--- config.mk ---
export PLATFORM = sky130hd
export DESIGN_NAME = pixelPacker
export DESIGN_NICKNAME = d
export VERILOG_FILES = /design/src/pixPkg.sv /design/src/pixelPacker.sv
export SDC_FILE = /design/constraint.sdc
export NUM_CORES = 1
export LEC_CHECK = 0
export ABC_AREA = 1
export BUFFER_PORTS_ARGS = -buffer_cell sky130_fd_sc_hd__buf_2
export CAP_MARGIN = 30
export CORE_MARGIN = 2
export CORE_UTILIZATION = 55
export CTS_CLUSTER_DIAMETER = 50
export DETAILED_ROUTE_END_ITERATION = 6
export GPL_TIMING_DRIVEN = 0
export HOLD_SLACK_MARGIN = 0.02
export PLACE_DENSITY = 0.76
export SYNTH_ARGS = -nofsm -noshare
export SYNTH_HDL_FRONTEND = slang
export SYNTH_SLANG_ARGS = --single-unit
--- constraint.sdc ---
create_clock -name i_clk -period 2.6 [get_ports i_clk]
set_clock_uncertainty 0.05 [all_clocks]
set_input_delay 0.78 -clock i_clk [delete_from_list [all_inputs] [get_ports i_clk]]
set_output_delay 0.78 -clock i_clk [all_outputs]
set_load 0.03 [all_outputs]
--- src/pixPkg.sv ---
package pixPkg;

	// Frame memory geometry
	localparam int DATA_W    = 32;
	localparam int MEM_DEPTH = 256;
	localparam int ADDR_W    = 8;

	// Pixel formats as seen on the format select input
	typedef enum logic [1:0] {
		fmt4Bit  = 2'd0,
		fmt8Bit  = 2'd1,
		fmt24Bit = 2'd2,
		fmt15Bit = 2'd3
	} pixFormatE;

	// Arbiter phases on the shared memory bus
	typedef enum logic [1:0] {
		arbIdle   = 2'd0,
		arbSetup  = 2'd1,
		arbAccess = 2'd2
	} arbStateE;

endpackage

--- src/pixelPacker.sv ---
`timescale 1ns/1ns

module pixelPacker (
	input  logic                      i_clk,
	input  logic                      i_nrst,
	input  logic                      i_newFrame,
	input  logic                      i_pixAccept,
	input  pixPkg::pixFormatE         i_format,
	input  logic                      i_setBit15,
	input  logic [7:0]                i_r,
	input  logic [7:0]                i_g,
	input  logic [7:0]                i_b,
	output logic                      o_wordValid,
	output logic [pixPkg::DATA_W-1:0] o_packedWord
);
	import pixPkg::*;

	logic [2:0]        pixCount;
	logic [DATA_W-1:0] stage0;
	logic [DATA_W-1:0] stage1;
	logic [DATA_W-1:0] val0;
	logic [DATA_W-1:0] val1;
	logic [7:0]        nibEn0;
	logic [7:0]        nibEn1;
	logic [15:0]       px15;
	logic              wordDone;
	logic              useStage1;
	logic              selStage1;

	// 5-5-5 colour with the mask bit in the LSB
	assign px15 = {i_r[7:3], i_g[7:3], i_b[7:3], i_setBit15};

	// Nibble enables pick the slots the current pixel lands in
	always_comb begin
		val0      = '0;
		val1      = '0;
		nibEn0    = '0;
		nibEn1    = '0;
		wordDone  = 1'b0;
		useStage1 = 1'b0;
		case (i_format)
			fmt4Bit: begin
				val0     = {8{i_r[7:4]}};
				nibEn0   = 8'h80 >> pixCount;
				wordDone = (pixCount == 3'd7);
			end
			fmt8Bit: begin
				val0     = {4{i_r}};
				nibEn0   = 8'hC0 >> {pixCount[1:0], 1'b0};
				wordDone = (pixCount[1:0] == 2'd3);
			end
			fmt15Bit: begin
				val0     = {2{px15}};
				nibEn0   = pixCount[0] ? 8'h0F : 8'hF0;
				wordDone = pixCount[0];
			end
			fmt24Bit: begin
				// Four pixels rotate through three words, the middle one in stage1
				case (pixCount[1:0])
					2'd0: begin
						val0   = {i_r, i_g, i_b, 8'h00};
						nibEn0 = 8'hFC;
					end
					2'd1: begin
						val0   = {24'h000000, i_r};
						nibEn0 = 8'h03;
						val1   = {i_g, i_b, 16'h0000};
						nibEn1 = 8'hF0;
					end
					2'd2: begin
						val0      = {i_b, 24'h000000};
						nibEn0    = 8'hC0;
						val1      = {16'h0000, i_r, i_g};
						nibEn1    = 8'h0F;
						useStage1 = 1'b1;
					end
					default: begin
						val0   = {8'h00, i_r, i_g, i_b};
						nibEn0 = 8'h3F;
					end
				endcase
				wordDone = (pixCount[1:0] != 2'd0);
			end
		endcase
	end

	always_ff @(posedge i_clk) begin
		if (!i_nrst) begin
			pixCount    <= '0;
			o_wordValid <= 1'b0;
			selStage1   <= 1'b0;
		end else begin
			o_wordValid <= i_pixAccept && wordDone;
			if (i_newFrame)
				pixCount <= '0;
			else if (i_pixAccept)
				pixCount <= pixCount + 3'd1;
			if (i_pixAccept)
				selStage1 <= useStage1;
		end
	end

	// Staging words, overwritten slot by slot as pixels arrive
	always_ff @(posedge i_clk) begin
		if (i_pixAccept) begin
			for (int k = 0; k < 8; k++) begin
				if (nibEn0[k])
					stage0[4*k +: 4] <= val0[4*k +: 4];
				if (nibEn1[k])
					stage1[4*k +: 4] <= val1[4*k +: 4];
			end
		end
	end

	assign o_packedWord = selStage1 ? stage1 : stage0;

endmodule

## Yosys cells after proc, flatten, opt, wreduce, memory -nomap -nowiden

Cells that the tools add are included.

| storage, ports and cells | value |
|---|---|
| register bits after elaboration | 69 |
| bits of input ports | 31 |
| output and inout port bits | 33 |
| word-level logic and storage cells | 63 |

| operators by class | value |
|---|---|
| add/subtract/negate cells | 1 |
| equality and inequality tests | 7 |
| shifts and indexed selects | 2 |
| mux-type cells | 12 |
| bitwise operators | 1 |
| reductions and logical operators | 21 |

Operators by type and width:

| operator | count |
|---|---|
| $pmux W32 S4 | 1 |
| $pmux W32 S3 | 1 |
| $pmux W32 S2 | 1 |
| $mux W32 | 1 |
| $pmux W8 S4 | 1 |
| $reduce_and A2 Y1 | 16 |
| $pmux W8 S3 | 1 |
| $mux W8 | 2 |
| $pmux W8 S2 | 1 |
| $shr A8 B3 Y8 const A | 2 |
| $eq A2 B2 Y1 const B | 4 |
| $eq A2 B1 Y1 const B | 2 |
| $logic_not A2 Y1 | 2 |
| $pmux W1 S4 | 1 |
| $add A3 B1 Y3 const B | 1 |
| $eq A3 B3 Y1 const B | 1 |
| $mux W1 | 2 |
| $reduce_bool A2 Y1 | 1 |
| $reduce_or A2 Y1 | 1 |
| $logic_and A1 B1 Y1 | 1 |
| $not A1 Y1 | 1 |

## Depth between registers and ports, before layout

| logic depth | value |
|---|---|
| depth in word-level cells | 4 |
| mapped depth | 8 |

## Least setup slack after synthesis

No wires, ideal clock.

| timing path | value |
|---|---|
| kind | input to register |
| start point | in i_format[1] |
| end point | reg stage1[0], enable pin |
| arrival | 1941 ps |
| required time | 2162 ps |
| setup slack | 220 ps |
| stages on the path | 5 |
| buffers on the path | 1 |
| cell sequence | inv_1 -> nor2_4 -> buf_2 -> nand2_1 -> nor2_1 |

| between the ends | value |
|---|---|
| cells in the longest elaborated chain, start to end | 3 |

Ends and longest elaborated chain:

| item | line | RTL |
|---|---|---|
| start: declaration | pixelPacker.sv:8 | `input pixPkg::pixFormatE i_format,` |
| $eq A2 B2 Y1 | pixelPacker.sv:41 | `case (i_format)` |
| $mux W8 | pixelPacker.sv:41 |  |
| $reduce_and A2 Y1 (no source line) | n/a |  |
| end signal: indexed assignment | pixelPacker.sv:110 | `stage1[4*k +: 4] <= val1[4*k +: 4];` |
| end: declaration | pixelPacker.sv:20 | `logic [DATA_W-1:0] stage1;` |

Every way passes these cells.
A chain may end at the register's enable or synchronous reset.

## Worst setup path after layout

| timing path | value |
|---|---|
| start point | reg selStage1 |
| end point | out o_packedWord[12] (netlist name) |

| between the ends | value |
|---|---|
| cells in the longest elaborated chain, start to end | 1 |

Ends and longest elaborated chain:

| item | line | RTL |
|---|---|---|
| start: declaration | pixelPacker.sv:28 | `logic selStage1;` |
| start signal: assignment | pixelPacker.sv:99 | `selStage1 <= useStage1;` |
| $mux W32 | pixelPacker.sv:115 | `assign o_packedWord = selStage1 ? stage1 : stage0;` |
| end: declaration | pixelPacker.sv:14 | `output logic [pixPkg::DATA_W-1:0] o_packedWord` |

Every way passes these cells.

==> results.sh <==
export IMPL_coreArea_um2=6870
export IMPL_ant_nets=0
export IMPL_required_ps=1770
export IMPL_path_max_fanout=10
export IMPL_drt_total_wl_mm=12.5
export IMPL_dp_hpwl_mm=9.41
export IMPL_rsz0062_at_grt="false"
export IMPL_rr_startpoint="pixCount[1]"
export IMPL_yosysTopAreaCellShare=0.489
export IMPL_nFillCells=620
export IMPL_wl_per_cell_um=20.6
export IMPL_clock_sinks=69
export IMPL_maxCapViolCount=0
export IMPL_ir_drop_mv=0.334
export IMPL_critPathSlowestCell="dfxtp_1"
export IMPL_grt_start_max_net_pins=13
export IMPL_grt_overflow_total=0
export IMPL_dieHeight_um=88.6
export IMPL_finalCritPeriodShare=0.973
export IMPL_h_tree_depth=3
export IMPL_grtUsageTotal=0.328
export IMPL_cts_setup_buffers=0
export IMPL_io_pins=64
export IMPL_hp_start="pixCount[2]"
export IMPL_finalSetupTns_ps=0
export IMPL_worst_pin_slew_ps=741
export IMPL_max_stage_delay_ps=510
export IMPL_yosysWarningCount=0
export IMPL_cellLeakagePower_nw=2.08
export IMPL_cts_hold_buf=0
export IMPL_dr_pass1_iters=5
export IMPL_yosysUniqueCellTypes=23
export IMPL_worstSetupEndpointType="primary output"
export IMPL_portBuffers=63
export IMPL_cts_buffers=9
export IMPL_synth_area_um2=3930
export IMPL_dieArea_um2=7840
export IMPL_crit_type="reg -> out"
export IMPL_antenna_found_initial=0
export IMPL_r2r_end="stage0[3]"
export IMPL_num_rows=30
export IMPL_start_util=0.573
export IMPL_drive_gt1_frac=0.257
export IMPL_fmax_ghz=0.395
export IMPL_syn_num_nets=471
export IMPL_grt_pass1_wl_mm=18.3
export IMPL_p_int_mw=1.93
export IMPL_fin_crit_ps=2530
export IMPL_min_path_cells=2
export IMPL_cts_tree="yes"
export IMPL_clk_latency_ps=350
export IMPL_clockBufferDepth=2
export IMPL_synth_top_cell_by_area="edfxtp_1"
export IMPL_hold_path_class="reg -> reg"
export IMPL_synthCells=430
export IMPL_r2r_slack_ps=190
export IMPL_gp_congestion=1.03
export IMPL_pwr_share_seq=0.472
export IMPL_p_sw_uw=753
export IMPL_drv_slew=0
export IMPL_reg2regPathDepth=8
export IMPL_finalSetupViolCount=0
export IMPL_grt_pass1_vias=3385
export IMPL_nNetsFinal=545
export IMPL_worstHoldEndpoint="pixCount[2]"
export IMPL_antenna_cells=0
export IMPL_clkPwrFrac=0.356
export IMPL_vias_per_cell=5.91
export IMPL_startpoint_type="register"
export IMPL_ys_seq_area_frac=0.514
export IMPL_outcome="finished, final reports clean"
export IMPL_dp_cells=591
export IMPL_drc_errors=0
export IMPL_die_width_um=88.6
export IMPL_crit_chain="buf_4 > mux2_2 > buf_2"
export IMPL_ys_ff_latch=69
export IMPL_clk_pin_slew_worst_paths_ps=80
export IMPL_route_vias_total=3575
export IMPL_combPwrFrac=0.173
export IMPL_final_cells=605
export IMPL_worstPathArrival_ps=1700
export IMPL_syn_avg_cell_area_um2=9.15
export IMPL_first_iter_violations=401
export IMPL_p_per_area_nw_per_um2=582
export IMPL_cts_root_buf="clkbuf_8"
export IMPL_area_delta_synth_final_pct=17.0
export IMPL_sw_frac_of_total=0.281
export IMPL_hold_violations=0
export IMPL_slew_headroom=0.504
export IMPL_synth_area_leaders="edfxtp_1, mux2_2, nand2_1"
kinds of logic (layout without fill, tap and decap cells):
family	count (synthesis)	after routing	synth area share
simple gates	179	179	0.193
buf+inv	75	154	0.0773
flops	69	69	0.514
compound gates	65	65	0.0926
mux	32	32	0.0916
fa+ha+maj	10	10	0.0318
stage by stage:
step                worst slack [ps]  total power [mW]  cell area (µm²)  utilization  hold WS [ps]
finish                          70.0              2.68             4600        0.670           561
global route                    30.7              2.74             4600        0.670           580
CTS                             38.7              2.67             4610        0.671           548
detailed placement             -63.1              1.74             4390        0.639           540
global placement                -672              1.73             4370        0.636           521
floorplan                        220              1.58             3930            -           489
metal layers:
layer,global-route usage,wire length [µm],up-vias
li1,-,-,1611
met1,0.419,4760,1686
met2,0.532,5900,230
met3,0.0597,1220,48
met4,0.178,568,0
met5,0,0,-
Yosys cell counts:
master    instances
a21oi_1           9
nand4_1           7
inv_2             1
nor3_1           18
buf_2            12
nand3_1          27
mux2_2           32
inv_1            52
nor2_1           34
ha_1             10
nand2_1          90
edfxtp_1         64
nor2_2            1
nor2_4            1
buf_4             2
clkbuf_1          8
o211ai_1         12
nand2_2           1
o22ai_1           5
o21ai_1           1
dfxtp_1           5
a22oi_1           1
o21ai_0          37
state kept, by name (all words and copies together) (netlist names):
name	flops
o_wordValid	1
pixCount	3
selStage1	1
stage0	32
stage1	32
area by class of cell:
type / instances / area, µm² / share of cell area
buffer: 20 / 106 / 0.0231
clock buffer: 9 / 124 / 0.0269
clock inverter: 7 / 88.8 / 0.0193
inverter: 53 / 199 / 0.0432
multi-input combinational: 286 / 1610 / 0.350
sequential: 69 / 2020 / 0.439
tap: 96 / 120 / 0.0261
timing repair buffer: 65 / 334 / 0.0726
power by group through the flow:
stage | combinational (mW) | sequential [mW] | clock, mW
floorplan | 0.292 | 1.28 | 0
global placement | 0.447 | 1.29 | 0
detailed placement | 0.452 | 1.29 | 0
CTS | 0.453 | 1.26 | 0.950
global route | 0.491 | 1.27 | 0.985
finish | 0.463 | 1.26 | 0.954
worst max-delay path by stage:
stage,from,endpoint
floorplan,i_format[1],stage1[0]
global placement,i_format[1],stage1[18]
detailed placement,i_format[1],stage1[7]
CTS,pixCount[0],stage0[5]
global route,selStage1,o_packedWord[12]
finish,selStage1,o_packedWord[12]
cells in the final DEF, fill, tap and decap left out:
master	n
o211ai_1	12
inv_1	52
edfxtp_1	64
a22oi_1	1
buf_2	72
o21ai_0	37
nor2_4	1
clkbuf_8	9
clkbuf_2	1
buf_4	6
mux2_2	32
inv_2	1
bufinv_16	2
nor2_1	33
clkbuf_1	5
nand4_1	7
nand2_1	90
clkinvlp_4	1
buf_6	1
nand3_1	27
nor2_2	2
a21oi_1	9
o22ai_1	5
dfxtp_1	5
inv_6	1
clkinv_2	1
ha_1	10
o21ai_1	1
clkinv_1	2
nand2_2	1
nor3_1	18
what timing repair did:
action,4_1_cts,5_1_grt
gates cloned,0,0
endpoints found under the setup margin,29,16
gates resized for setup,3,2
endpoints found under the hold margin,0,0
critical path: cells and delay by family, from the launching register on:
family | cells | cell delay (ps)
DFF | 1 | 510
muxes | 1 | 370
buffers and inverters | 2 | 470
Note: power is estimated with default switching activity, not from simulation.
