## config.mk

```make
export PLATFORM = sky130hd
export DESIGN_NAME = packWriter_flat
export DESIGN_NICKNAME = d
export VERILOG_FILES = /design/src/pixPkg.sv /design/src/apbIf.sv /design/src/packWriter.sv /design/src/flat_wrapper.sv
export SDC_FILE = /design/constraint.sdc
export NUM_CORES = 1
export LEC_CHECK = 0
export BUFFER_PORTS_ARGS = -buffer_cell sky130_fd_sc_hd__buf_2
export CAP_MARGIN = 0
export CORE_MARGIN = 2
export CORE_UTILIZATION = 30
export CTS_BUF_LIST = sky130_fd_sc_hd__clkbuf_8
export DETAILED_ROUTE_END_ITERATION = 16
export PLACE_DENSITY_LB_ADDON = 0.15
export SLEW_MARGIN = 0
export SYNTH_ARGS = -nofsm -noshare
export SYNTH_HDL_FRONTEND = slang
export SYNTH_SLANG_ARGS = --single-unit
```

## constraint.sdc

```tcl
create_clock -name i_clk -period 2.5 [get_ports i_clk]
set_input_delay 0.25 -clock i_clk [delete_from_list [all_inputs] [get_ports i_clk]]
set_output_delay 0.25 -clock i_clk [all_outputs]
set_load 0.1 [all_outputs]
```

## src/pixPkg.sv

```systemverilog
package pixPkg;

	// Frame memory geometry
	localparam int DATA_W    = 32;
	localparam int MEM_DEPTH = 256;
	localparam int ADDR_W    = 8;

	// Pixel formats as seen on the format select input
	typedef enum logic [1:0] {
		fmt4Bit  = 2'd0,
		fmt8Bit  = 2'd1,
		fmt24Bit = 2'd2,
		fmt15Bit = 2'd3
	} pixFormatE;

	// Arbiter phases on the shared memory bus
	typedef enum logic [1:0] {
		arbIdle   = 2'd0,
		arbSetup  = 2'd1,
		arbAccess = 2'd2
	} arbStateE;

endpackage

```

## src/apbIf.sv

```systemverilog
`timescale 1ns/1ns

interface apbIf;
	import pixPkg::*;

	logic [ADDR_W-1:0] paddr;
	logic              psel;
	logic              penable;
	logic              pwrite;
	logic [DATA_W-1:0] pwdata;
	logic [DATA_W-1:0] prdata;
	logic              pready;

	modport requester (
		output paddr, psel, penable, pwrite, pwdata,
		input  prdata, pready
	);

	modport completer (
		input  paddr, psel, penable, pwrite, pwdata,
		output prdata, pready
	);

endinterface

```

## src/packWriter.sv

```systemverilog
`timescale 1ns/1ns

module packWriter (
	input  logic                      i_clk,
	input  logic                      i_nrst,
	input  logic                      i_newFrame,
	input  logic [pixPkg::ADDR_W-1:0] i_baseAddr,
	input  logic                      i_wordValid,
	input  logic [pixPkg::DATA_W-1:0] i_packedWord,
	output logic                      o_pixReady,
	apbIf.requester                   wrBus
);
	import pixPkg::*;

	logic [DATA_W-1:0] wordBuf [2];
	logic              pushPtr;
	logic              popPtr;
	logic [1:0]        fill;
	logic [1:0]        fillNext;
	logic [ADDR_W-1:0] wrAddr;
	logic              sel;
	logic              enable;
	logic              done;

	assign done     = sel && enable && wrBus.pready;
	assign fillNext = fill + {1'b0, i_wordValid} - {1'b0, done};

	always_ff @(posedge i_clk) begin
		if (!i_nrst) begin
			fill    <= '0;
			pushPtr <= 1'b0;
			popPtr  <= 1'b0;
			wrAddr  <= '0;
			sel     <= 1'b0;
			enable  <= 1'b0;
		end else begin
			fill <= fillNext;
			if (i_wordValid)
				pushPtr <= ~pushPtr;
			if (done)
				popPtr <= ~popPtr;
			if (i_newFrame)
				wrAddr <= i_baseAddr;
			else if (done)
				wrAddr <= wrAddr + ADDR_W'(1);
			// Go straight to the next setup when another word waits
			if (done) begin
				sel    <= (fillNext != 2'd0);
				enable <= 1'b0;
			end else if (sel) begin
				enable <= 1'b1;
			end else if (fill != 2'd0) begin
				sel <= 1'b1;
			end
		end
	end

	always_ff @(posedge i_clk) begin
		if (i_wordValid)
			wordBuf[pushPtr] <= i_packedWord;
	end

	// Only an idle, empty writer can take pixels, so one burst of two words always fits
	assign o_pixReady    = (fill == 2'd0) && !sel;

	assign wrBus.psel    = sel;
	assign wrBus.penable = enable;
	assign wrBus.pwrite  = 1'b1;
	assign wrBus.paddr   = wrAddr;
	assign wrBus.pwdata  = wordBuf[popPtr];

endmodule

```

## src/flat_wrapper.sv

```systemverilog
// flat-port wrapper written by rule: the top's interface ports become plain ports
module packWriter_flat import pixPkg::*;
  (i_clk, i_nrst, i_newFrame, i_baseAddr, i_wordValid, i_packedWord, o_pixReady, wrBus_paddr, wrBus_psel, wrBus_penable, wrBus_pwrite, wrBus_pwdata, wrBus_prdata, wrBus_pready);
  apbIf wrBus_i ();
  input  logic i_clk;
  input  logic i_nrst;
  input  logic i_newFrame;
  input  logic [pixPkg::ADDR_W-1:0] i_baseAddr;
  input  logic i_wordValid;
  input  logic [pixPkg::DATA_W-1:0] i_packedWord;
  output logic o_pixReady;
  output wire logic [$bits(wrBus_i.paddr)-1:0] wrBus_paddr;
  output wire logic [$bits(wrBus_i.psel)-1:0] wrBus_psel;
  output wire logic [$bits(wrBus_i.penable)-1:0] wrBus_penable;
  output wire logic [$bits(wrBus_i.pwrite)-1:0] wrBus_pwrite;
  output wire logic [$bits(wrBus_i.pwdata)-1:0] wrBus_pwdata;
  input wire logic [$bits(wrBus_i.prdata)-1:0] wrBus_prdata;
  input wire logic [$bits(wrBus_i.pready)-1:0] wrBus_pready;
  assign wrBus_paddr = wrBus_i.paddr;
  assign wrBus_psel = wrBus_i.psel;
  assign wrBus_penable = wrBus_i.penable;
  assign wrBus_pwrite = wrBus_i.pwrite;
  assign wrBus_pwdata = wrBus_i.pwdata;
  assign wrBus_i.prdata = wrBus_prdata;
  assign wrBus_i.pready = wrBus_pready;
  packWriter u_core (.i_clk(i_clk), .i_nrst(i_nrst), .i_newFrame(i_newFrame), .i_baseAddr(i_baseAddr), .i_wordValid(i_wordValid), .i_packedWord(i_packedWord), .o_pixReady(o_pixReady), .wrBus(wrBus_i));
endmodule
```

# After elaboration in Yosys (flattened, before gate mapping)
# Memory sizes are Yosys's and may differ from the RTL's. A register that Yosys moved wholly into a read port is not among the register bits.
# Index checks and enable logic that the tools add are counted.
totals:
  n_memories: 1
  ram_bits: 64
  regBits: 14
  wordCells: 31
  input_bits: 77
  out_inout_bits: 44
memory_table:
  columns: ["name", "depth", "word_bits", "read_ports", "rd_clocked_by_memory_dff", "wr", "line_no", "rtl"]
  rows:
  - ["u_core.wordBuf", 2, 32, 1, 1, 1, "packWriter.sv:15", "logic [DATA_W-1:0] wordBuf [2];"]
op_classes:
  n_bitwise: 3
  reduce_logical: 9
  n_addsub: 3
  muxes: 9
ops:
  columns: ["operator", "n"]
  rows:
  - ["8-bit two-way mux", 2]
  - ["8-bit by 1-bit adder with 8-bit output (second input constant)", 1]
  - ["1-bit two-way mux", 7]
  - ["2-bit nonzero test", 3]
  - ["1-bit logical AND", 3]
  - ["1-bit inverter", 3]
  - ["2-bit by 1-bit adder with 2-bit output", 1]
  - ["2-bit logical NOT", 1]
  - ["2-bit OR reduction", 1]
  - ["2-bit by 1-bit subtractor with 2-bit output", 1]
  - ["1-bit logical NOT", 1]

# Longest topological paths before layout
# Gate-level depths: netlist (run 1).
logic_depth:
  depth_word: 5
  depth_mapped: 8

# Least setup slack after synthesis (run 1)
# Ideal clock, no wire load.
synth_timing:
  kind: "flip-flop to flip-flop"
  from: "register u_core.sel, in the netlist u_core.wrBus.psel"
  to: "register u_core.sel, in the netlist u_core.wrBus.psel"
  path_slack_ns: 0.014
  n_path_buf: 0
  setup_ns: 0.124
  synth_period_minus_slack_ns: 2.486
  t_arrival_ns: 2.363
  path_stages_with_launch: 9
  path_cell_list: "dfxtp_1 -> nand3_4 -> inv_1 -> ha_1 -> inv_1 -> ha_1 -> xnor2_1 -> xnor2_1 -> o311a_2"
synth_between:
  elab_chain_cells: 5
  elab_cells_between_ends: 6
  classes_between: "1 x add/sub; 2 x mux; 3 x reduce/logical"
synth_lines:
  columns: ["item", "line_no", "rtl"]
  rows:
  - ["start, declared", "packWriter.sv:21", "logic sel;"]
  - ["start signal, assigned", "packWriter.sv:48", "sel <= (fillNext != 2'd0);"]
  - ["1-bit logical AND (*) (2 in series)", "packWriter.sv:25", "assign done = sel && enable && wrBus.pready;"]
  - ["via u_core.done", "packWriter.sv:23", "logic done;"]
  - ["2-bit by 1-bit subtractor with 2-bit output", "packWriter.sv:26", "assign fillNext = fill + {1'b0, i_wordValid} - {1'b0, done};"]
  - ["2-bit nonzero test", "packWriter.sv:48", null]
  - ["1-bit two-way mux (*)", "packWriter.sv:47", "if (done) begin"]
# Mark *: on every way through the listed nets, which the timed path passes. The rest lies on a longest branch.
# A chain may end at the register's enable or synchronous reset.

# Worst setup path in the final report (run 1)
layout_timing:
  from: "register u_core.sel, in the netlist u_core.wrBus.psel"
  to: "output port o_pixReady"
layout_between:
  elab_chain_cells: 2
layout_lines:
  columns: ["item", "line_no", "rtl"]
  rows:
  - ["1-bit logical NOT", "packWriter.sv:64", "assign o_pixReady = (fill == 2'd0) && !sel;"]
  - ["1-bit logical AND", "packWriter.sv:64", null]
  - ["end, declared", "flat_wrapper.sv:11", "output logic o_pixReady;"]
# No other way between the ends.

==> impl_results.md, run 1 <==
- Die boundary width: 104 um
- Number of storage elements in the synthesis netlist: 79
- Net switching power figure: 1070 uW
- Sum of overflow across all layers after global routing: 0
- Maximum vdd ir drop: 0.000471 V
- Placement Setup Slack: 619 ps
- DRC violations left: 0
- Total length of routed wires: 5.93 mm
- Worst clock skew on the final layout: 4.64 ps
- Power density normalized to cell area: 805 mW/mm^2
- Number of global-route vias before repair: 1897
- Wire length of the first global-routing pass: 9.74 mm
- Status: completed
- Insertion delay to the later sink of the worst-skew pair: 340 ps
- Static power due to leakage: 0.00165 uW
- Post-route design area: 0.00435 sq mm
- Growth of design area from synthesis to finish: 44.4%
- Number of clock sinks seen by CTS: 79
- Buffers & Inverters on Critical Path: 2
- Worst setup EP type: output port
- Height of the die: 104 um
- Die Footprint: 0.0109 sq mm
- Min cycle time layout: 1940 ps
- Power Internal: 2430 uW
- CTS tree: built
- Cell Area, Synth: 0.00301 sq mm
- Max capacitance violation total: 0
- Worst Hold Margin: 96.3 ps
- Combined flip-flop and latch cell area: 0.00222 sq mm
- Sequential group share of total power: 43.8%
- Ratio of final minimum period to clock period: 77.4%
- Switching Share: 30.7%
- Total area of multi-input combinational cells: 746 sq um
- Total placed instance area: 0.00410 sq mm
- Number of nets in the synthesized netlist: 259
- Number of failing setup endpoints in the final timing report: 0
- Layout filler cell count: 904
- Hold crit path type: input port to register
- Setup repair after global routing missed its margin: no
- Final count of hold timing violations: 0
- Hold Buf Count CTS: 0
- Final HPWL from detailed placement: 3.92 mm
- Count of buffers added by post-CTS timing repair for setup: 0
- Setup TNS: 0 ps
- First-iteration detailed-routing DRC count: 38
- Net count of the finished layout: 353
- Starting density of the core: 30.8%
- Portion of total power attributed to the clock network: 32.1%
- Final worst slack: 564 ps
- Number of buffers added by the clock tree synthesis step: 9
- Cell Chain, Critical Path: or3_2 -> inv_1 -> buf_2
- Floorplan row count: 36
- Antenna fix cells: 0
- Worst-case clock buffer depth: 2
- Critical Path Source Type: register
- Max stage delay on crit path: 510 ps
- Count of placed standard cells including taps: 395
- Top metal layer carrying routed signals: met4
- I/O pins: 121
- Proportion of power drawn by combinational gates: 24.0%
- Wire length per cell after detailed routing: 14.4 um
- Layout cell share with drive strength beyond 1: 50.7%
- H-Tree Depth: 3
- Last weighted congestion value of the routability-driven placer: 0.679
- Number of vias after detailed routing: 1808
- Synthesized area per cell: 16.8 sq um
- Cell with the largest stage delay on the worst path: or3_2
- Post-route insts no fill: 411
- Yosys cell types: 29
- Core area: 0.00977 sq mm
- Kind of cell with the highest combined delay on the critical path: simple AND/OR/NAND/NOR gates
- Post-synthesis sequential area ratio: 73.8%
- Tot GR Track Use: 11.7%
- Routed via count divided by cell count: 4.40
- Root buffer cell: clkbuf_8
- Class of the most critical setup path: register to output port
- Count of antenna-violating nets left after detailed routing: 0
- Initial antenna violation count: 0
- Number of instances in the synthesized netlist: 179
- Crit path arrival time: 1690 ps
- Cells resized by post-CTS repair: 0
- Count of synthesis-stage warnings from yosys: 0
- Critical Path Fanout Max: 5
- Met1 Routed Length: 2.51 mm
- Routed length on met2: 2.99 mm
- Final max-slew violation count: 0
- Clock-pin slew reported for the worst setup and hold paths after clock tree synthesis: 80 ps
- TritonRoute pass-1 iters: 4
- Data required time at the worst endpoint: 2250 ps
- Maximum number of pins on one net before global-route repair: 33
- Detailed route wirelength on metal3: 353 um
- Port bufs: 87
- Highest clock rate: 517 MHz
## logic make-up (layout without fill, tap and decap cells)
group           Yosys count  count (layout)  synth area share [%]
simple gates             22              22                  4.73
fa+ha+maj                 3               3                  1.25
mux                      33              33                  12.3
xor+xnor                  5               5                  1.45
other cells               1               1                 0.124
compound gates           24              24                  4.65
flops                    79              79                  73.8
buf+inv                  12             111                  1.74
## placed cells by master (no fill, tap or decap), drive strengths merged, types with 2 or more instances in the layout
cell | netlist | routed
a21oi | 3 | 3
a31oi | 5 | 5
and2 | 5 | 5
buf | 4 | 90
bufinv | 0 | 3
clkbuf | 3 | 9
clkinv | 0 | 4
dfxtp | 15 | 15
edfxtp | 64 | 64
ha | 3 | 3
inv | 5 | 5
mux2 | 32 | 32
nand2 | 2 | 2
nand3 | 4 | 4
nand4 | 2 | 2
nor2b | 2 | 2
o21ai | 12 | 12
o31ai | 2 | 2
or3 | 4 | 4
or4 | 2 | 2
xnor2 | 4 | 4
## path summary, 6_finish.rpt
path,startpoint,to,slack (ps),cells after the start
setup / recovery,u_core.wrBus.psel,o_pixReady,560,3
hold / removal,i_packedWord[1],u_core.wordBuf[1][1],100,1
setup reg to reg,u_core.wrBus.psel,u_core.wrBus.psel,630,8
hold reg to reg,u_core.wrBus.paddr[6],u_core.wrBus.paddr[6],520,2
## through the flow
step	util (%)	power [uW]
floorplan	-	2130
global placement	42.0	2410
detailed placement	42.0	2410
CTS	44.5	3550
global route	44.5	3630
finish	44.5	3500
## Yosys cell counts
cell type | number | share of area (%)
a21oi_1 | 3 | 0.50
a31oi_1 | 5 | 1.0
and2_1 | 5 | 1.0
buf_2 | 3 | 0.50
buf_4 | 1 | 0.25
clkbuf_1 | 3 | 0.37
conb_1 | 1 | 0.12
dfxtp_1 | 15 | 10
edfxtp_1 | 64 | 64
ha_1 | 3 | 1.2
inv_1 | 5 | 0.62
mux2_1 | 2 | 0.75
mux2_2 | 30 | 11
mux2i_1 | 1 | 0.33
nand2_1 | 2 | 0.25
nand3_1 | 3 | 0.50
nand3_4 | 1 | 0.58
nand4_1 | 2 | 0.42
nor2_1 | 1 | 0.12
nor2b_1 | 2 | 0.42
o21a_1 | 1 | 0.25
o21ai_0 | 12 | 2.0
o311a_2 | 1 | 0.37
o31ai_1 | 2 | 0.50
or3_1 | 2 | 0.42
or3_2 | 2 | 0.50
or4_1 | 2 | 0.50
xnor2_1 | 4 | 1.2
xor2_1 | 1 | 0.29
## worst reg2reg max path, delay by kind of cell (launching register included)
kind                     cells  cell delay [ps]
XOR/XNOR                     2              230
AND/OR/NAND/NOR              1              150
adder cells (fa/ha/maj)      2              390
buffers and inverters        2              230
flip-flops                   1              440
AO/OA/AOI/OAI                1              320
## registers in the layout (all words and copies together) (netlist names), named ones only
signal	flops
u_core.fill	2
u_core.popPtr	1
u_core.pushPtr	1
u_core.wordBuf	64
u_core.wrBus.paddr	8
u_core.wrBus.penable	1
u_core.wrBus.psel	1
## power groups by stage
| stage | Clock [uW] | Combinational, uW | Sequential, uW |
|---|---|---|---|
| after floorplan | 0 | 471 | 1660 |
| after global placement | 0 | 845 | 1560 |
| after detailed placement | 0 | 849 | 1560 |
| after CTS | 1160 | 850 | 1540 |
| after global routing | 1210 | 875 | 1550 |
| final | 1130 | 842 | 1530 |
## final cells by class
class / count / area share, %
Clock inverter: 7 / 2.79
Timing Repair Buffer: 90 / 21.9
Clock buffer: 9 / 2.85
Tap cell: 133 / 3.83
Sequential cell: 79 / 51.1
Multi-Input combinational cell: 88 / 17.1
Inverter: 5 / 0.432
## per-layer routing
layer,global-route usage [%],vias to the layer above
li1,-,868
met1,14.0,877
met2,19.5,57
met3,3.70,6
met4,4.92,0
met5,0,-
Power figures use the tool's default switching activity.
==> run 2, diff against run 1 <==
clock period = 1.8 ns   (was 2.5 ns; I/O delays follow)
==> run 2 against run 1 <==
  * Total power rose by 27%
  * Final cell count grew 0.73%
  * Die area is the same
  * Worst hold slack got worse by 74 ps
  * Clock power about the same
  * Final area hardly changed
  * Sequential power rose by 40%
  * Non-clock buffer count grew 3
  * Combinational power rose by 44%
  * Sequential cell count is the same
  * Register-to-register slack got worse by 510 ps
==> impl_results.md, run 2 (same netlist as run 1, synthesis figures left out) <==
- Power density normalized to cell area: 1030 mW/mm^2
- Switching Share: 33.4%
- Final count of hold timing violations: 0
- Ratio of final minimum period to clock period: 93.2%
- Status: completed
- Count of buffers added by post-CTS timing repair for setup: 0
- Starting density of the core: 30.8%
- Number of vias after detailed routing: 1866
- Wire length of the first global-routing pass: 9.34 mm
- Worst Hold Margin: 22.6 ps
- Initial antenna violation count: 0
- Worst-case clock buffer depth: 2
- Layout cell share with drive strength beyond 1: 53.7%
- Count of antenna-violating nets left after detailed routing: 0
- Floorplan row count: 36
- Highest clock rate: 596 MHz
- Growth of design area from synthesis to finish: 44.3%
- Wire length per cell after detailed routing: 14.3 um
- Hold crit path type: input port to register
- Crit path arrival time: 1500 ps
- First-iteration detailed-routing DRC count: 50
- Number of failing setup endpoints in the final timing report: 0
- Number of global-route vias before repair: 1846
- Most common cell after layout, fill and taps aside: edfxtp_1
- Die boundary width: 104 um
- Clock-pin slew reported for the worst setup and hold paths after clock tree synthesis: 80 ps
- Number of buffers added by the clock tree synthesis step: 9
- Min cycle time layout: 1680 ps
- Maximum vdd ir drop: 0.000545 V
- Portion of total power attributed to the clock network: 25.0%
- TritonRoute pass-1 iters: 4
- Max reg flops: 64
- DRC violations left: 0
- Final total power: 4460 uW
- Final HPWL from detailed placement: 4.00 mm
- Routed via count divided by cell count: 4.51
- Commonest cells after routing, fill and taps aside: edfxtp_1, buf_2, buf_12
- Worst clock skew on the final layout: 7.15 ps
- H-Tree Depth: 3
- Antenna fix cells: 0
- Total length of routed wires: 5.94 mm
- Data required time at the worst endpoint: 1620 ps
- Tot GR Track Use: 11.2%
- Insertion delay to the later sink of the worst-skew pair: 340 ps
- Proportion of power drawn by combinational gates: 27.0%
- Last weighted congestion value of the routability-driven placer: 0.738
- Reg-to-Reg Start: u_core.wrBus.psel
- Setup repair after global routing missed its margin: no
- Core area: 0.00977 sq mm
- Final max-slew violation count: 0
- Die Footprint: 0.0109 sq mm
- CTS tree: built
- Port bufs: 87
- Critical Path Fanout Max: 32
- Max capacitance violation total: 0
- Cells resized by post-CTS repair: 0
- Worst setup EP type: output port
- I/O pins: 121
- Sequential group share of total power: 47.9%
- Number of clock sinks seen by CTS: 79
- Sum of overflow across all layers after global routing: 0
- Class of the most critical setup path: register to output port
- Largest register by flop count: u_core.wordBuf
- Hold Buf Count CTS: 0
- Critical Path Source Type: register
- Power Internal: 2970 uW
- Maximum number of pins on one net before global-route repair: 33
- Static power due to leakage: 0.00163 uW
- Net switching power figure: 1490 uW
- Net count of the finished layout: 356
- Height of the die: 104 um
- Worst hold path startpoint: i_packedWord[11]
- Root buffer cell: clkbuf_8
==> run 2: cell count changes in the layout (fill, tap and decap cells not counted), moves of 3 or more <==
cell / previous run / this run
clkinv_4: 3 / 0
bufinv_16: 3 / 0
dfxtp_1: 15 / 7
dfxtp_2: 0 / 6
clkinvlp_4: 0 / 3
buf_12: 33 / 36
==> run 2: metal layers <==
layer | vias up | wire length, um | global-route usage (%) | share of wire [%]
li1 | 882 | - | - | -
met5 | - | 0 | 0 | 0
met1 | 915 | 2570 | 13.9 | 43
met2 | 61 | 2910 | 18.1 | 49
met3 | 8 | 362 | 3.20 | 6.1
met4 | 0 | 95 | 5.21 | 1.6
==> run 2: stage by stage <==
step	setup TNS [ps]	setup slack [ps]	cell area [sq um]	util (%)	std cells
after floorplan	-122	-122	3030	-	179
after global placement	0	138	4180	42.8	398
after detailed placement	0	117	4180	42.8	398
after CTS	0	77.0	4350	44.5	414
after global routing	0	4.51	4350	44.5	414
final	0	123	4350	44.5	414
==> run 2: worst paths after layout <==
kind	endpoint	slack [ps]	cells past startpoint
max	wrBus_pwdata[5]	120	3
min	u_core.wordBuf[0][11]	20	1
max reg2reg	u_core.wrBus.psel	120	8
min reg2reg	u_core.wrBus.paddr[5]	510	2
==> run 2: power by group through the flow <==
stage               logic, uW  clock network, uW  registers, uW
finish                   1210               1120           2140
global route             1250               1220           2150
CTS                      1220               1160           2140
detailed placement       1220                  0           2180
global placement         1210                  0           2170
floorplan                 654                  0           2320
==> run 2: cell type report <==
class                      count  area [sq um]
clock inverter                 7          41.3
clock buffer                   9           124
inverter                       5          18.8
fill                         904          5430
timing repair buffer          93          1010
tap                          133           166
sequential                    79          2240
multi-input combinational     88           746
==> run 2: critical path: stages, from the launching register on <==
cell     delay, ps
dfxtp_1        360
buf_12         230
mux2_1         390
buf_12         180
==> run 3, diff against run 2 <==
==> constraint.sdc (replaced) <==
create_clock -name i_clk -period 1.8 [get_ports i_clk]
set_input_delay 0.09 -clock i_clk [delete_from_list [all_inputs] [get_ports i_clk]]
set_output_delay 0.09 -clock i_clk [all_outputs]
set_load 0.1 [all_outputs]
==> run 3 against run 2 <==
  * Non-clock buffer count is 31 higher
  * Register-to-register slack worse by 20 ps
  * First-iteration DRC count is 6.0% higher
  * Clock power hardly changed
  * Via count rose by 4.8%
  * Setup slack worse by 24 ps
  * Utilization increased by 3.2 points
  * Critical path depth up 5
  * Maximum frequency down 1.4%
  * Final area rose by 7.1%
  * Worst hold slack gained 4.8 ps
==> impl_results.md, run 3 (same netlist as run 1, synthesis figures left out) <==
- Critical path's most frequent cell: inv_1
- Insertion delay to the later sink of the worst-skew pair: 340 ps
- Commonest cells after routing, fill and taps aside: edfxtp_1, buf_2, buf_12
- Highest clock rate: 588 MHz
- Largest register by flop count: u_core.wordBuf
- Number of failing setup endpoints in the final timing report: 0
- Status: completed
- Min cycle time layout: 1700 ps
- Root buffer cell: clkbuf_8
- Wire length per cell after detailed routing: 14.0 um
- Number of vias after detailed routing: 1956
- Floorplan row count: 36
- Final core occ: 47.6%
- Growth of design area from synthesis to finish: 54.6%
- Core area: 0.00977 sq mm
- Data required time at the worst endpoint: 2020 ps
- Count of buffers added by post-CTS timing repair for setup: 0
- First-iteration detailed-routing DRC count: 53
- Critical Path Fanout Max: 5
- Hold crit path type: input port to register
- Worst setup EP type: register
- Routed via count divided by cell count: 4.40
- Max reg flops: 64
- Maximum number of pins on one net before global-route repair: 33
- Cell Chain, Critical Path: nand3_4 -> inv_1 -> ha_1 -> inv_1 -> ha_2 -> xnor2_2 -> xnor2_1 -> o311a_2
- Placement Setup Slack: 97.5 ps
- Die Footprint: 0.0109 sq mm
- Cell with the largest stage delay on the worst path: dfxtp_4
- Ratio of final minimum period to clock period: 94.5%
- Height of the die: 104 um
- Number of buffers added by the clock tree synthesis step: 9
- Number of global-route vias before repair: 1998
- Count of antenna-violating nets left after detailed routing: 0
- Net count of the finished layout: 387
- TritonRoute pass-1 iters: 5
- Last weighted congestion value of the routability-driven placer: 0.723
- Die boundary width: 104 um
- Critical Path Source Type: register
- Worst clock skew on the final layout: 6.23 ps
- Static power due to leakage: 0.00176 uW
- Most common cell after layout, fill and taps aside: edfxtp_1
- Setup repair after global routing missed its margin: no
- Maximum vdd ir drop: 0.000490 V
- Class of the most critical setup path: register to register
- DRC violations left: 0
- Crit path arrival time: 1930 ps
- Clock-pin slew reported for the worst setup and hold paths after clock tree synthesis: 80 ps
- Number of clock sinks seen by CTS: 79
- Power density normalized to cell area: 965 mW/mm^2
- Tot GR Track Use: 11.9%
- Initial antenna violation count: 0
- Layout cell share with drive strength beyond 1: 48.7%
- Buffers & Inverters on Critical Path: 2
- Port bufs: 87
- Final worst slack: 98.5 ps
- Final HPWL from detailed placement: 4.01 mm
- Wire length of the first global-routing pass: 10.1 mm
- Hold Path Depth: 3
- Count of placed standard cells including taps: 397
- Post-route insts no fill: 445
- Kind of cell with the highest combined delay on the critical path: adder cells
- Sum of overflow across all layers after global routing: 0
- Cell count along the critical path: 8
- I/O pins: 121
- Starting density of the core: 30.8%
- H-Tree Depth: 3
- Total length of routed wires: 6.24 mm
- Worst-case clock buffer depth: 2
- Final count of hold timing violations: 0
- Max stage delay on crit path: 370 ps
- Layout filler cell count: 878
- CTS tree: built
- Antenna fix cells: 0
- Max capacitance violation total: 0
- Register-to-Register Path Depth: 8
- Final max-slew violation count: 0
[run 3: changes by cell type in the layout (fill, tap and decap cells not counted), sizes merged]
cell,before,now
dlygate4sd3,0,32
buf,93,91
clkbuf,9,10
[run 3: per-layer routing]
| layer | wire [um] | global-route usage [%] |
|---|---|---|
| met5 | 0 | 0 |
| met4 | 48 | 4.63 |
| met3 | 349 | 3.57 |
| met2 | 3150 | 19.3 |
| met1 | 2700 | 15.0 |
[run 3: timing repair]
| item | in CTS | in global routing |
|---|---|---|
| endpoints found under the setup margin | 0 | 2 |
| resized for setup | 0 | 3 |
| endpoints found under the hold margin | 64 | 0 |
| hold buffers | 32 | 0 |
[run 3: tightest hold or removal path, cell delays in order]
cell     delay, ps
buf_2           70
o21ai_0         60
a21oi_1        100
[run 3: final timing paths]
| kind | end | start | slack [ps] |
|---|---|---|---|
| worst max-delay path | u_core.wrBus.psel | u_core.wrBus.psel | 100 |
| worst min-delay path | u_core.wrBus.paddr[2] | i_baseAddr[2] | 30 |
| worst max register to register | u_core.wrBus.psel | u_core.wrBus.psel | 100 |
| worst min register to register | u_core.wrBus.paddr[5] | u_core.wrBus.paddr[5] | 520 |
[run 3: final cells by class]
type	instances	area, sq um	share of cell area [%]
clock buffer	9	124	2.66
clock inverter	7	41.3	0.887
timing repair buffer	124	1310	28.2
inverter	5	18.8	0.403
tap	133	166	3.57
multi-input combinational	88	756	16.2
sequential	79	2240	48.0
[run 3: report_power, final]
part           switching (uW)  total [uW]  internal, uW
Clock                     620        1110           487
Combinational             823        1250           423
Sequential               49.7        2140          2090
Total                    1490        4490          3000
[run 3: per-stage QoR]
stage | TNS (ps) | total power, uW | hold WS, ps | cell area, sq um
after detailed placement | 0 | 3370 | 281 | 4160
after floorplan | -122 | 2970 | 189 | 3030
after global placement | 0 | 3360 | 279 | 4160
final | 0 | 4490 | 27.4 | 4660
after CTS | 0 | 4540 | 6.56 | 4640
after global routing | 0 | 4690 | 28.8 | 4660
